[config.mk]
export PLATFORM = sky130hd
export DESIGN_NAME = branch_predictor
export DESIGN_NICKNAME = d
export VERILOG_FILES = /design/src/verilog/bp_pkg.sv /design/src/verilog/pht_port_if.sv /design/src/verilog/pht_router.sv /design/src/verilog/pht_bank.sv /design/src/verilog/next_pc_unit.sv /design/src/verilog/branch_predictor.sv
export VERILOG_INCLUDE_DIRS = /design/src /design/src/verilog
export SDC_FILE = /design/constraint.sdc
export NUM_CORES = 2
export LEC_CHECK = 0
export CORE_MARGIN = 2
export CORE_UTILIZATION = 65
export CTS_BUF_LIST = sky130_fd_sc_hd__clkbuf_16
export DETAILED_ROUTE_END_ITERATION = 7
export DONT_BUFFER_PORTS = 1
export HOLD_SLACK_MARGIN = 0.08
export PLACE_DENSITY = 0.91
export SETUP_SLACK_MARGIN = 0.4
export SYNTH_ARGS = -nofsm -noshare
export SYNTH_HDL_FRONTEND = slang
export SYNTH_SLANG_ARGS = --single-unit
export TNS_END_PERCENT = 30
[constraint.sdc]
create_clock -name clk -period 4.2 [get_ports clk]
set_clock_uncertainty 0.05 [all_clocks]
set_input_delay 0.42 -clock clk [delete_from_list [all_inputs] [get_ports clk]]
set_output_delay 0.42 -clock clk [all_outputs]
set_load 0.1 [all_outputs]
[src/verilog/bp_consts.svh]
`ifndef BP_CONSTS_SVH
`define BP_CONSTS_SVH

// pc and data width
`define BP_XLEN 32

// counter table split into banks by pc[3:2]
`define BP_BANKS 4
`define BP_BANK_W 2

// rows per bank, indexed by pc[11:4]
`define BP_ROW_W 8

// weakly not taken after reset
`define BP_CTR_INIT 2'd1

// trap handler entry
`define BP_EXCP_ADDR 32'h0000_1c00

`endif

[src/verilog/bp_pkg.sv]
`include "bp_consts.svh"

package bp_pkg;

    typedef logic [`BP_XLEN-1:0] word_t;     // pc, imm, register data

    // 0 strong nt, 1 weak nt, 2 weak t, 3 strong t
    typedef logic [1:0] ctr_t;

    typedef logic [`BP_ROW_W-1:0] row_t;     // row inside one bank
    typedef logic [`BP_BANK_W-1:0] bank_sel_t;

    // kind of the fetch waiting for its counter, NONE when nothing is in flight
    typedef enum logic [1:0] {
        NONE,
        COND,
        JAL,
        JALR
    } fetch_kind_t;

endpackage

[src/verilog/pht_port_if.sv]
`include "bp_consts.svh"

interface pht_port_if;
    import bp_pkg::*;

    // lookup side, from the router
    logic lookup_en;     // single cycle strobe
    row_t lookup_row;

    // training side, from the router
    logic update_en;
    row_t update_row;
    logic update_taken;

    // read data, one cycle after lookup_en
    logic rd_valid;
    ctr_t rd_ctr;

    modport router (
        output lookup_en,
        output lookup_row,
        output update_en,
        output update_row,
        output update_taken
    );

    modport bank (
        input  lookup_en,
        input  lookup_row,
        input  update_en,
        input  update_row,
        input  update_taken,
        output rd_valid,
        output rd_ctr
    );

    modport collector (
        input rd_valid,
        input rd_ctr
    );

endinterface

[src/verilog/pht_router.sv]
`include "bp_consts.svh"

module pht_router (
    input  logic          clk,
    input  logic          rst,
    input  logic          fetch_valid,
    input  bp_pkg::word_t pc,
    input  logic          resolve_valid,
    input  bp_pkg::word_t resolve_pc,
    input  logic          resolve_taken,
    pht_port_if.router    ports [`BP_BANKS]
);
    import bp_pkg::*;

    localparam int BANK_LO = 2;                    // pc[1:0] always zero
    localparam int ROW_LO  = BANK_LO + `BP_BANK_W;

    logic      start_flag;   // low in the first cycle out of reset
    logic      fetch_ok;
    logic      update_ok;
    bank_sel_t fetch_bank;
    row_t      fetch_row;
    bank_sel_t upd_bank;
    row_t      upd_row;

    always_ff @(posedge clk) begin
        if (rst) begin
            start_flag <= 1'b0;
        end else begin
            start_flag <= 1'b1;
        end
    end

    // word index split, bank from the low bits so neighbours spread out
    assign fetch_bank = pc[ROW_LO-1:BANK_LO];
    assign fetch_row  = pc[ROW_LO+`BP_ROW_W-1:ROW_LO];
    assign upd_bank   = resolve_pc[ROW_LO-1:BANK_LO];
    assign upd_row    = resolve_pc[ROW_LO+`BP_ROW_W-1:ROW_LO];

    assign fetch_ok  = fetch_valid && start_flag;
    assign update_ok = resolve_valid && start_flag; // only conditional resolves come in

    for (genvar i = 0; i < `BP_BANKS; i++) begin : g_port
        assign ports[i].lookup_en    = fetch_ok && (fetch_bank == bank_sel_t'(i));
        assign ports[i].lookup_row   = fetch_row;
        assign ports[i].update_en    = update_ok && (upd_bank == bank_sel_t'(i));
        assign ports[i].update_row   = upd_row;
        assign ports[i].update_taken = resolve_taken;
    end

endmodule

[src/verilog/pht_bank.sv]
`include "bp_consts.svh"

module pht_bank (
    input  logic     clk,
    input  logic     rst,
    pht_port_if.bank port
);
    import bp_pkg::*;

    localparam int ROWS = 1 << `BP_ROW_W;

    ctr_t ctr_mem [ROWS];
    ctr_t cur_ctr;      // entry being trained
    ctr_t next_ctr;

    // saturating step of the trained entry
    assign cur_ctr = ctr_mem[port.update_row];

    always_comb begin
        next_ctr = cur_ctr;
        if (port.update_taken) begin
            if (cur_ctr != 2'd3) begin
                next_ctr = cur_ctr + 2'd1;
            end
        end else if (cur_ctr != 2'd0) begin
            next_ctr = cur_ctr - 2'd1;
        end
    end

    always_ff @(posedge clk) begin
        if (rst) begin
            for (int i = 0; i < ROWS; i++) begin
                ctr_mem[i] <= `BP_CTR_INIT;
            end
        end else if (port.update_en) begin
            ctr_mem[port.update_row] <= next_ctr;
        end
    end

    // registered read, a same-cycle update is not seen
    always_ff @(posedge clk) begin
        if (rst) begin
            port.rd_valid <= 1'b0;
        end else begin
            port.rd_valid <= port.lookup_en;
        end
    end

    always_ff @(posedge clk) begin
        if (port.lookup_en) begin
            port.rd_ctr <= ctr_mem[port.lookup_row];
        end
    end

endmodule

[src/verilog/next_pc_unit.sv]
`include "bp_consts.svh"

module next_pc_unit (
    input  logic          clk,
    input  logic          rst,
    input  logic          fetch_valid,
    input  bp_pkg::word_t pc,
    input  logic          branch,
    input  logic          predict,
    input  logic          ujtype,
    input  bp_pkg::word_t imm,
    input  bp_pkg::word_t rs1_data,
    input  logic          resolve_valid,
    input  bp_pkg::word_t resolve_target,
    input  logic          resolve_predicted,
    input  logic          resolve_taken,
    input  logic          excp,
    pht_port_if.collector banks [`BP_BANKS],
    output logic          pred_valid,
    output logic          redirect,
    output logic          predict_result,
    output logic          predict_fail,
    output bp_pkg::word_t target_pc,
    output bp_pkg::word_t sepc
);
    import bp_pkg::*;

    fetch_kind_t fetch_kind;
    fetch_kind_t kind_q;
    logic        fetch_q;
    logic        excp_q;
    logic        miss_q;
    logic        miss_taken_q;
    word_t       pc_q;
    word_t       imm_q;
    word_t       rs1_q;
    word_t       miss_target_q;
    ctr_t        bank_ctr [`BP_BANKS];
    ctr_t        ctr_sel;
    logic        pred_taken;
    word_t       pred_pc;

    // same split as the control decode: branch+predict is a conditional
    always_comb begin
        unique case ({branch, predict})
            2'b11:   fetch_kind = COND;
            2'b10:   fetch_kind = ujtype ? JAL : JALR;
            default: fetch_kind = NONE;
        endcase
    end

    always_ff @(posedge clk) begin
        if (rst) begin
            fetch_q <= 1'b0;
            kind_q  <= NONE;
            excp_q  <= 1'b0;
            miss_q  <= 1'b0;
            sepc    <= '0;
        end else begin
            fetch_q <= fetch_valid;
            kind_q  <= fetch_valid ? fetch_kind : NONE;
            excp_q  <= excp;
            miss_q  <= resolve_valid && (resolve_predicted != resolve_taken);
            if (excp) begin
                sepc <= pc + word_t'(4);   // return past the trapping instruction
            end
        end
    end

    always_ff @(posedge clk) begin
        if (fetch_valid) begin
            pc_q  <= pc;
            imm_q <= imm;
            rs1_q <= rs1_data;
        end
        if (resolve_valid) begin
            miss_target_q <= resolve_target;
            miss_taken_q  <= resolve_taken;
        end
    end

    // only the looked-up bank answers, the others give zero
    for (genvar i = 0; i < `BP_BANKS; i++) begin : g_sel
        assign bank_ctr[i] = banks[i].rd_valid ? banks[i].rd_ctr : '0;
    end

    always_comb begin
        ctr_sel = '0;
        for (int i = 0; i < `BP_BANKS; i++) begin
            ctr_sel = ctr_sel | bank_ctr[i];
        end
    end

    always_comb begin
        unique case (kind_q)
            COND: begin
                pred_taken = ctr_sel >= 2'd2;  // upper half of the counter
                pred_pc    = pred_taken ? pc_q + imm_q : pc_q + word_t'(4);
            end
            JAL: begin
                pred_taken = 1'b1;
                pred_pc    = pc_q + imm_q;
            end
            JALR: begin
                pred_taken = 1'b1;
                pred_pc    = rs1_q + imm_q;
            end
            default: begin
                pred_taken = 1'b0;
                pred_pc    = pc_q + word_t'(4);
            end
        endcase
    end

    // exception beats mispredict beats prediction
    assign pred_valid   = fetch_q;
    assign redirect     = excp_q || miss_q;
    assign predict_fail = miss_q && !excp_q;

    always_comb begin
        if (excp_q) begin
            predict_result = 1'b0;
            target_pc      = `BP_EXCP_ADDR;
        end else if (miss_q) begin
            predict_result = miss_taken_q;   // actual outcome goes back to EX
            target_pc      = miss_target_q;
        end else begin
            predict_result = pred_taken;
            target_pc      = pred_pc;
        end
    end

endmodule

[src/verilog/branch_predictor.sv]
`include "bp_consts.svh"

module branch_predictor (
    input  logic          clk,
    input  logic          rst,
    // fetch side
    input  logic          fetch_valid,
    input  bp_pkg::word_t pc,
    input  logic          branch,
    input  logic          predict,
    input  logic          ujtype,
    input  bp_pkg::word_t imm,
    input  bp_pkg::word_t rs1_data,
    // resolved branch from execute
    input  logic          resolve_valid,
    input  bp_pkg::word_t resolve_pc,
    input  bp_pkg::word_t resolve_target,
    input  logic          resolve_predicted,
    input  logic          resolve_taken,
    input  logic          excp,
    // next pc towards fetch
    output logic          pred_valid,
    output logic          redirect,
    output logic          predict_result,
    output logic          predict_fail,
    output bp_pkg::word_t target_pc,
    output bp_pkg::word_t sepc
);

    pht_port_if pht_ports [`BP_BANKS] ();   // one port per counter bank

    pht_router u_router (
        .clk           (clk),
        .rst           (rst),
        .fetch_valid   (fetch_valid),
        .pc            (pc),
        .resolve_valid (resolve_valid),
        .resolve_pc    (resolve_pc),
        .resolve_taken (resolve_taken),
        .ports         (pht_ports)
    );

    for (genvar i = 0; i < `BP_BANKS; i++) begin : g_bank
        pht_bank u_bank (
            .clk  (clk),
            .rst  (rst),
            .port (pht_ports[i])
        );
    end

    next_pc_unit u_next_pc (
        .clk               (clk),
        .rst               (rst),
        .fetch_valid       (fetch_valid),
        .pc                (pc),
        .branch            (branch),
        .predict           (predict),
        .ujtype            (ujtype),
        .imm               (imm),
        .rs1_data          (rs1_data),
        .resolve_valid     (resolve_valid),
        .resolve_target    (resolve_target),
        .resolve_predicted (resolve_predicted),
        .resolve_taken     (resolve_taken),
        .excp              (excp),
        .banks             (pht_ports),
        .pred_valid        (pred_valid),
        .redirect          (redirect),
        .predict_result    (predict_result),
        .predict_fail      (predict_fail),
        .target_pc         (target_pc),
        .sepc              (sepc)
    );

endmodule

==> tab_implementation.tex, run 1 <==
\begin{tabular}{lr}
\hline
Metric & Value \\
\hline
\multicolumn{2}{l}{\textbf{Synthesis}} \\
Sequential share of the synthesized area & 0.559 \\
YS warnings & 0 \\
Number of distinct library cells after synthesis & 72 \\
Number of cells produced by synthesis & 9,221 \\
Number of enable flip-flop cells after synthesis & 2,181 \\
Post-synth ARST share & 0 \\
Mean Syn Cell Area & 12.9 um\^{}2 \\
Primary FF master, synth & sky130\_fd\_sc\_hd\_\_edfxtp\_1 \\
Cell area after synthesis & 0.119 mm\^{}2 \\
Register bit count reported by yosys & 2,223 \\
Synthesized Nets & 9,460 \\
\multicolumn{2}{l}{\textbf{Place}} \\
Instance area at placement & 0.122 mm\^{}2 \\
Routability Congestion & 1.02 \\
Post-DP HPWL & 253 mm \\
Post-placement cell count & 10,852 \\
Buffers added on ports & 0 \\
\multicolumn{2}{l}{\textbf{CTS}} \\
Cell at the root of the clock tree & sky130\_fd\_sc\_hd\_\_clkbuf\_16 \\
Maximum clock insertion buffer count & 3 \\
Number of buffers added by the clock tree synthesis step & 215 \\
Sink Count & 2,223 \\
Htree depth & 4 \\
\multicolumn{2}{l}{\textbf{Global route}} \\
Global-route wire length before repair & 660 mm \\
Via count of the first global-routing pass & 98,201 \\
GRT Util Overall & 0.490 \\
GRT Residual Overflow & 2 \\
Maximum number of pins on one net before global-route repair & 533 \\
\multicolumn{2}{l}{\textbf{Floorplan}} \\
Starting Density & 0.655 \\
Die boundary width & 431 um \\
Die H & 431 um \\
Total number of placement rows & 156 \\
Top-level I/O count & 238 \\
\multicolumn{2}{l}{\textbf{Outcome}} \\
Failing step & global routing \\
Run status & aborted with a tool error \\
First logged error message & [ERROR GRT-0116] Global routing finished with congestion. Check the congestion regions in the DRC Viewer. \\
\hline
\end{tabular}
-- cell usage after synthesis, types with 9 or more instances --
cell	count	area share
sky130_fd_sc_hd__a211oi_1	41	0.0026
sky130_fd_sc_hd__a21o_1	27	0.0017
sky130_fd_sc_hd__a21oi_1	101	0.0043
sky130_fd_sc_hd__a221oi_1	66	0.0049
sky130_fd_sc_hd__a22o_1	38	0.0028
sky130_fd_sc_hd__a22oi_1	63	0.0040
sky130_fd_sc_hd__a311oi_1	14	0.0010
sky130_fd_sc_hd__a31oi_1	9	0.00047
sky130_fd_sc_hd__and2_1	17	0.00090
sky130_fd_sc_hd__and3_1	30	0.0016
sky130_fd_sc_hd__buf_1	69	0.0022
sky130_fd_sc_hd__buf_2	244	0.010
sky130_fd_sc_hd__buf_4	27	0.0017
sky130_fd_sc_hd__buf_6	40	0.0038
sky130_fd_sc_hd__clkbuf_1	784	0.025
sky130_fd_sc_hd__dfxtp_1	42	0.0071
sky130_fd_sc_hd__edfxtp_1	2181	0.55
sky130_fd_sc_hd__ha_1	67	0.0071
sky130_fd_sc_hd__inv_1	54	0.0017
sky130_fd_sc_hd__mux2i_1	56	0.0047
sky130_fd_sc_hd__mux4_2	887	0.17
sky130_fd_sc_hd__nand2_1	647	0.020
sky130_fd_sc_hd__nand2b_1	15	0.00079
sky130_fd_sc_hd__nand3_1	533	0.022
sky130_fd_sc_hd__nand3_2	100	0.0084
sky130_fd_sc_hd__nand4_1	482	0.025
sky130_fd_sc_hd__nor2_1	320	0.010
sky130_fd_sc_hd__nor2b_1	27	0.0014
sky130_fd_sc_hd__nor3_1	927	0.039
sky130_fd_sc_hd__nor4_1	124	0.0065
sky130_fd_sc_hd__o21ai_0	938	0.040
sky130_fd_sc_hd__o21bai_1	12	0.00076
sky130_fd_sc_hd__o221ai_1	9	0.00066
sky130_fd_sc_hd__o22ai_1	34	0.0018
sky130_fd_sc_hd__or3_1	13	0.00069
sky130_fd_sc_hd__xnor2_1	50	0.0037
sky130_fd_sc_hd__xor2_1	44	0.0032
-- per-stage QoR --
| step | hold slack (ps) | worst slack [ps] |
|---|---|---|
| 4_1_cts | 80.4 | -333 |
| 3_5_place_dp | 444 | -511 |
| 3_3_place_gp | 442 | -533 |
| 2_1_floorplan | 442 | 66.8 |
-- repair_timing --
item	CTS
resized for setup	164
endpoints found under the hold margin	638
endpoints found under the setup margin	1327
pin swaps	45
buffers inserted	18
hold buffers	188
-- cells by family after synthesis --
group	Yosys count	share of synthesized area
AND/OR/NAND/NOR	3262	0.140
flip-flops	2223	0.559
AO/OA/AOI/OAI	1398	0.0679
buffers and inverters	1222	0.0446
multiplexers	945	0.173
XOR/XNOR	94	0.00694
adder cells (fa/ha/maj)	77	0.00812
-- layer usage --
| layer | overflow | global-route usage |
|---|---|---|
| met1 | 0 | 0.534 |
| met2 | 0 | 0.671 |
| met4 | 2 | 0.411 |
| met3 | 0 | 0.299 |
| met5 | 0 | 0.0432 |
==> run 2: changes to the inputs <==
--- a/config.mk
+++ b/config.mk
@@ -7,13 +7,10 @@
 export NUM_CORES = 2
 export LEC_CHECK = 0
 export CORE_MARGIN = 2
-export CORE_UTILIZATION = 65
-export CTS_BUF_LIST = sky130_fd_sc_hd__clkbuf_16
+export CORE_UTILIZATION = 40
 export DETAILED_ROUTE_END_ITERATION = 7
 export DONT_BUFFER_PORTS = 1
-export HOLD_SLACK_MARGIN = 0.08
-export PLACE_DENSITY = 0.91
-export SETUP_SLACK_MARGIN = 0.4
+export PLACE_DENSITY_LB_ADDON = 0.15
 export SYNTH_ARGS = -nofsm -noshare
 export SYNTH_HDL_FRONTEND = slang
 export SYNTH_SLANG_ARGS = --single-unit
==> tab_implementation.tex, run 2 <==
\begin{tabular}{lr}
\hline
Metric & Value \\
\hline
\multicolumn{2}{l}{\textbf{CTS}} \\
Htree depth & 5 (+1) \\
Sink Count & 2,223 (unchanged) \\
Number of buffers added by the clock tree synthesis step & 264 (+23\%) \\
Worst-skew pair later-pin latency & 930 ps \\
Maximum clock insertion buffer count & 4 (+1) \\
Clock-pin slew on the worst setup and hold paths & 60 ps \\
TritonCTS clock tree & yes \\
Cell at the root of the clock tree & sky130\_fd\_sc\_hd\_\_clkbuf\_16 \\
\multicolumn{2}{l}{\textbf{Routing}} \\
Count of nets left with antenna violations after detail routing & 0 \\
Number of DRC violations after detailed-routing iteration 0 & 13,168 \\
Via count of the routed design & 89,668 \\
Per-cell routed wire length & 34.8 um \\
First-pass iteration count of the detailed router & 8 \\
Number of design rule violations left after detail routing & 2 \\
Vias/cell & 6.74 \\
Total wire length after detailed routing & 463 mm \\
\multicolumn{2}{l}{\textbf{Final layout}} \\
Most frequent standard cell in the layout excluding fill and tap cells & sky130\_fd\_sc\_hd\_\_edfxtp\_1 \\
Post-layout nets & 9,402 \\
Area added between synthesis and finish & 15.7\% \\
Register containing the most flip-flops in the final layout & g\_bank.u\_bank.ctr\_mem \\
Flip-flop count of the largest register after layout & 2,048 \\
Most used cells in the layout excluding fill and tap cells & 2,181 x sky130\_fd\_sc\_hd\_\_edfxtp\_1, 925 x sky130\_fd\_sc\_hd\_\_o21ai\_0, 912 x sky130\_fd\_sc\_hd\_\_nor3\_1 \\
Final design instance area without fill & 0.137 mm\^{}2 \\
Layout cell share with drive strength beyond 1 & 0.234 \\
\multicolumn{2}{l}{\textbf{Global route}} \\
Initial antenna violation count & 21 \\
GRT Residual Overflow & 0 \\
Via count of the first global-routing pass & 86,538 \\
Global-route wire length before repair & 647 mm \\
GRT Util Overall & 0.297 \\
Maximum number of pins on one net before global-route repair & 533 \\
\multicolumn{2}{l}{\textbf{Synthesis}} \\
Number of enable flip-flop cells after synthesis & 2,181 (unchanged) \\
Proportion of netlist area held by the largest area contributor & 0.552 (unchanged) \\
Primary FF master, synth & sky130\_fd\_sc\_hd\_\_edfxtp\_1 \\
Commonest cells in the netlist & 2,181 x sky130\_fd\_sc\_hd\_\_edfxtp\_1, 938 x sky130\_fd\_sc\_hd\_\_o21ai\_0, 927 x sky130\_fd\_sc\_hd\_\_nor3\_1, 887 x sky130\_fd\_sc\_hd\_\_mux4\_2, 784 x sky130\_fd\_sc\_hd\_\_clkbuf\_1 \\
Post-synthesis cell type with the largest combined area & sky130\_fd\_sc\_hd\_\_edfxtp\_1 \\
Number of distinct library cells after synthesis & 72 (unchanged) \\
Register bit count reported by yosys & 2,223 (unchanged) \\
Number of cells produced by synthesis & 9,221 (unchanged) \\
Mean Syn Cell Area & 12.9 um\^{}2 (unchanged) \\
Synthesized Nets & 9,460 (unchanged) \\
Most common cell in the synthesized netlist & sky130\_fd\_sc\_hd\_\_edfxtp\_1 \\
Post-synth ARST share & 0 (unchanged) \\
Cell area after synthesis & 0.119 mm\^{}2 (unchanged) \\
YS warnings & 0 (unchanged) \\
Largest cells by area after synthesis & sky130\_fd\_sc\_hd\_\_edfxtp\_1 55\%, sky130\_fd\_sc\_hd\_\_mux4\_2 17\%, sky130\_fd\_sc\_hd\_\_o21ai\_0 4.0\%, sky130\_fd\_sc\_hd\_\_nor3\_1 3.9\%, sky130\_fd\_sc\_hd\_\_nand4\_1 2.5\% \\
Sequential share of the synthesized area & 0.559 (unchanged) \\
\multicolumn{2}{l}{\textbf{Place}} \\
Buffers added on ports & 0 (unchanged) \\
Minimum setup slack after placement & -665 ps (-154 ps) \\
Instance area at placement & 0.126 mm\^{}2 (+3.2\%) \\
Post-DP HPWL & 287 mm (+13\%) \\
Routability Congestion & 0.900 (-12\%) \\
\multicolumn{2}{l}{\textbf{Timing}} \\
Final critical-path required period & 4540 ps \\
Number of max-slew violations in the final report & 61 \\
Slew of the pin with the lowest slew margin & 1830 ps \\
Ratio of final minimum period to clock period & 1.08 \\
Final setup margin & -339 ps \\
Worst slew margin & -0.218 \\
RSZ-0062 raised after global routing & true \\
Setup violation total in the final timing report & 21 \\
Final Hold Slack & 52.7 ps \\
Peak clock frequency supported by timing & 220 MHz \\
Number of hold violations in the final report & 0 \\
\multicolumn{2}{l}{\textbf{Floorplan}} \\
Die boundary width & 549 um (+27\%) \\
Top-level I/O count & 238 (unchanged) \\
Die H & 549 um (+27\%) \\
Total number of placement rows & 199 (+28\%) \\
Total Die Area & 0.301 mm\^{}2 \\
Starting Density & 0.403 (-0.252) \\
Core footprint & 0.295 mm\^{}2 \\
\multicolumn{2}{l}{\textbf{Pwr}} \\
PwrDens & 412 mW/mm\^{}2 \\
Worst ir drop on vdd & 0.281 mV \\
Leakage power total & 39.6 nW \\
\multicolumn{2}{l}{\textbf{Setup path}} \\
Worst path arrival time & 4070 ps \\
Critical setup path kind & register to output pin \\
Slack of the worst reg-to-reg path & 120 ps \\
Kind of start point of the critical path & register \\
Critical Path End Type & output pin \\
Register-to-Register Path Depth & 12 \\
Worst reg2reg startpoint & g\_bank[2].u\_bank.ctr\_mem[112][0] \\
Data required time at the worst endpoint & 3730 ps \\
Endpoint of the worst register-to-register path & g\_bank[2].u\_bank.ctr\_mem[23][1] \\
Critical path fanouts, max & 3 \\
\multicolumn{2}{l}{\textbf{Run}} \\
Max-cap violations & 0 \\
\multicolumn{2}{l}{\textbf{Hold path}} \\
Hold Path Stages & 3 \\
Critical hold path startpoint & resolve\_pc[2] \\
Min-delay worst type & primary input to register \\
Worst hold endpoint & g\_bank[2].u\_bank.ctr\_mem[45][0] \\
\multicolumn{2}{l}{\textbf{Outcome}} \\
Run status & complete, but fails checks \\
Failing checks & DRC, slew limit, setup timing \\
\hline
\end{tabular}
[run 2: cell counts after synthesis]
Identical to the previous run, type by type.
[run 2: power by group]
part	switching, mW	leakage, nW	internal (mW)
Clock	9.80	4.03	12.9
Combinational	5.38	15.8	3.06
Sequential	0.492	19.8	24.9
[run 2: area by class of cell]
cell class / instances / area, um^2
tap: 3919 / 4900
clock buffer: 353 / 7150
timing repair buffer: 840 / 9150
multi-input combinational: 5776 / 48300
antenna: 16 / 40.0
clock inverter: 116 / 1150
sequential: 2223 / 66300
fill: 26005 / 157000
inverter: 58 / 230
[run 2: per-stage QoR]
step,setup TNS [ps],cells,total power [mW],util
final,-4180,13301,56.5,0.466
after global placement,-1021330,12609,33.2,0.427
after detailed placement,-843570,12609,33.2,0.427
after global routing,-7320,13288,57.8,0.466
after CTS,-5210,13264,56.1,0.464
after floorplan,-9610,9221,30.4,-
[run 2: worst max-delay path by stage]
stage / from / end / slack [ps]
2_1_floorplan: u_next_pc.imm_q[8] / target_pc[23] / -870
3_3_place_gp: resolve_pc[4] / g_bank[2].u_bank.ctr_mem[105][1] / -760
3_5_place_dp: resolve_pc[4] / g_bank[0].u_bank.ctr_mem[163][1] / -670
4_1_cts: u_next_pc.imm_q[0] / target_pc[24] / -430
5_1_grt: u_next_pc.imm_q[0] / target_pc[31] / -470
6_report: u_next_pc.imm_q[0] / target_pc[18] / -340
[run 2: critical path: stages (launching register included)]
cell and delay, ps:
sky130_fd_sc_hd__edfxtp_1 450, sky130_fd_sc_hd__ha_4 190, sky130_fd_sc_hd__inv_2 40, sky130_fd_sc_hd__fa_2 350
sky130_fd_sc_hd__nand2b_4 170, sky130_fd_sc_hd__a211oi_4 250, sky130_fd_sc_hd__o21a_1 230, sky130_fd_sc_hd__a41o_4 270
sky130_fd_sc_hd__buf_4 150, sky130_fd_sc_hd__a21oi_1 70, sky130_fd_sc_hd__xor2_1 150, sky130_fd_sc_hd__o22ai_1 160
sky130_fd_sc_hd__a211oi_1 70, sky130_fd_sc_hd__buf_4 190, sky130_fd_sc_hd__nor3_4 200, sky130_fd_sc_hd__buf_16 210
[run 2: repair_timing]
| action | CTS | global route |
|---|---|---|
| gates resized for setup | 115 | 25 |
| cloned | 0 | 12 |
| hold buffers | 172 | 1 |
| setup endpoints to repair | 26 | 2074 |
| pin swaps | 43 | 12 |
| endpoints found under the hold margin | 356 | 4 |
| buffers inserted | 14 | 1 |
[run 2: kinds of logic (layout without fill, tap and decap cells)]
kind of cell	count (synthesis)	in the layout	share of synthesized area
xor gates and xnor gates	94	94	0.00694
other	0	16	0
muxes	945	945	0.173
and+or+nand+nor	3262	3262	0.140
AOI/OAI and AO/OA	1398	1398	0.0679
adders and majority gates	77	77	0.00812
buffers and inverters	1222	1367	0.0446
DFF	2223	2223	0.559
[run 2: layer usage]
layer,wire (um),vias to the layer above,part of all wire,track usage
li1,-,36696,-,-
met1,180000,46369,0.39,0.414
met2,210000,5670,0.45,0.453
met3,50300,915,0.11,0.0572
met4,22300,18,0.048,0.128
met5,118,-,0.00025,0
No activity file was read; power rests on OpenSTA's default activity.
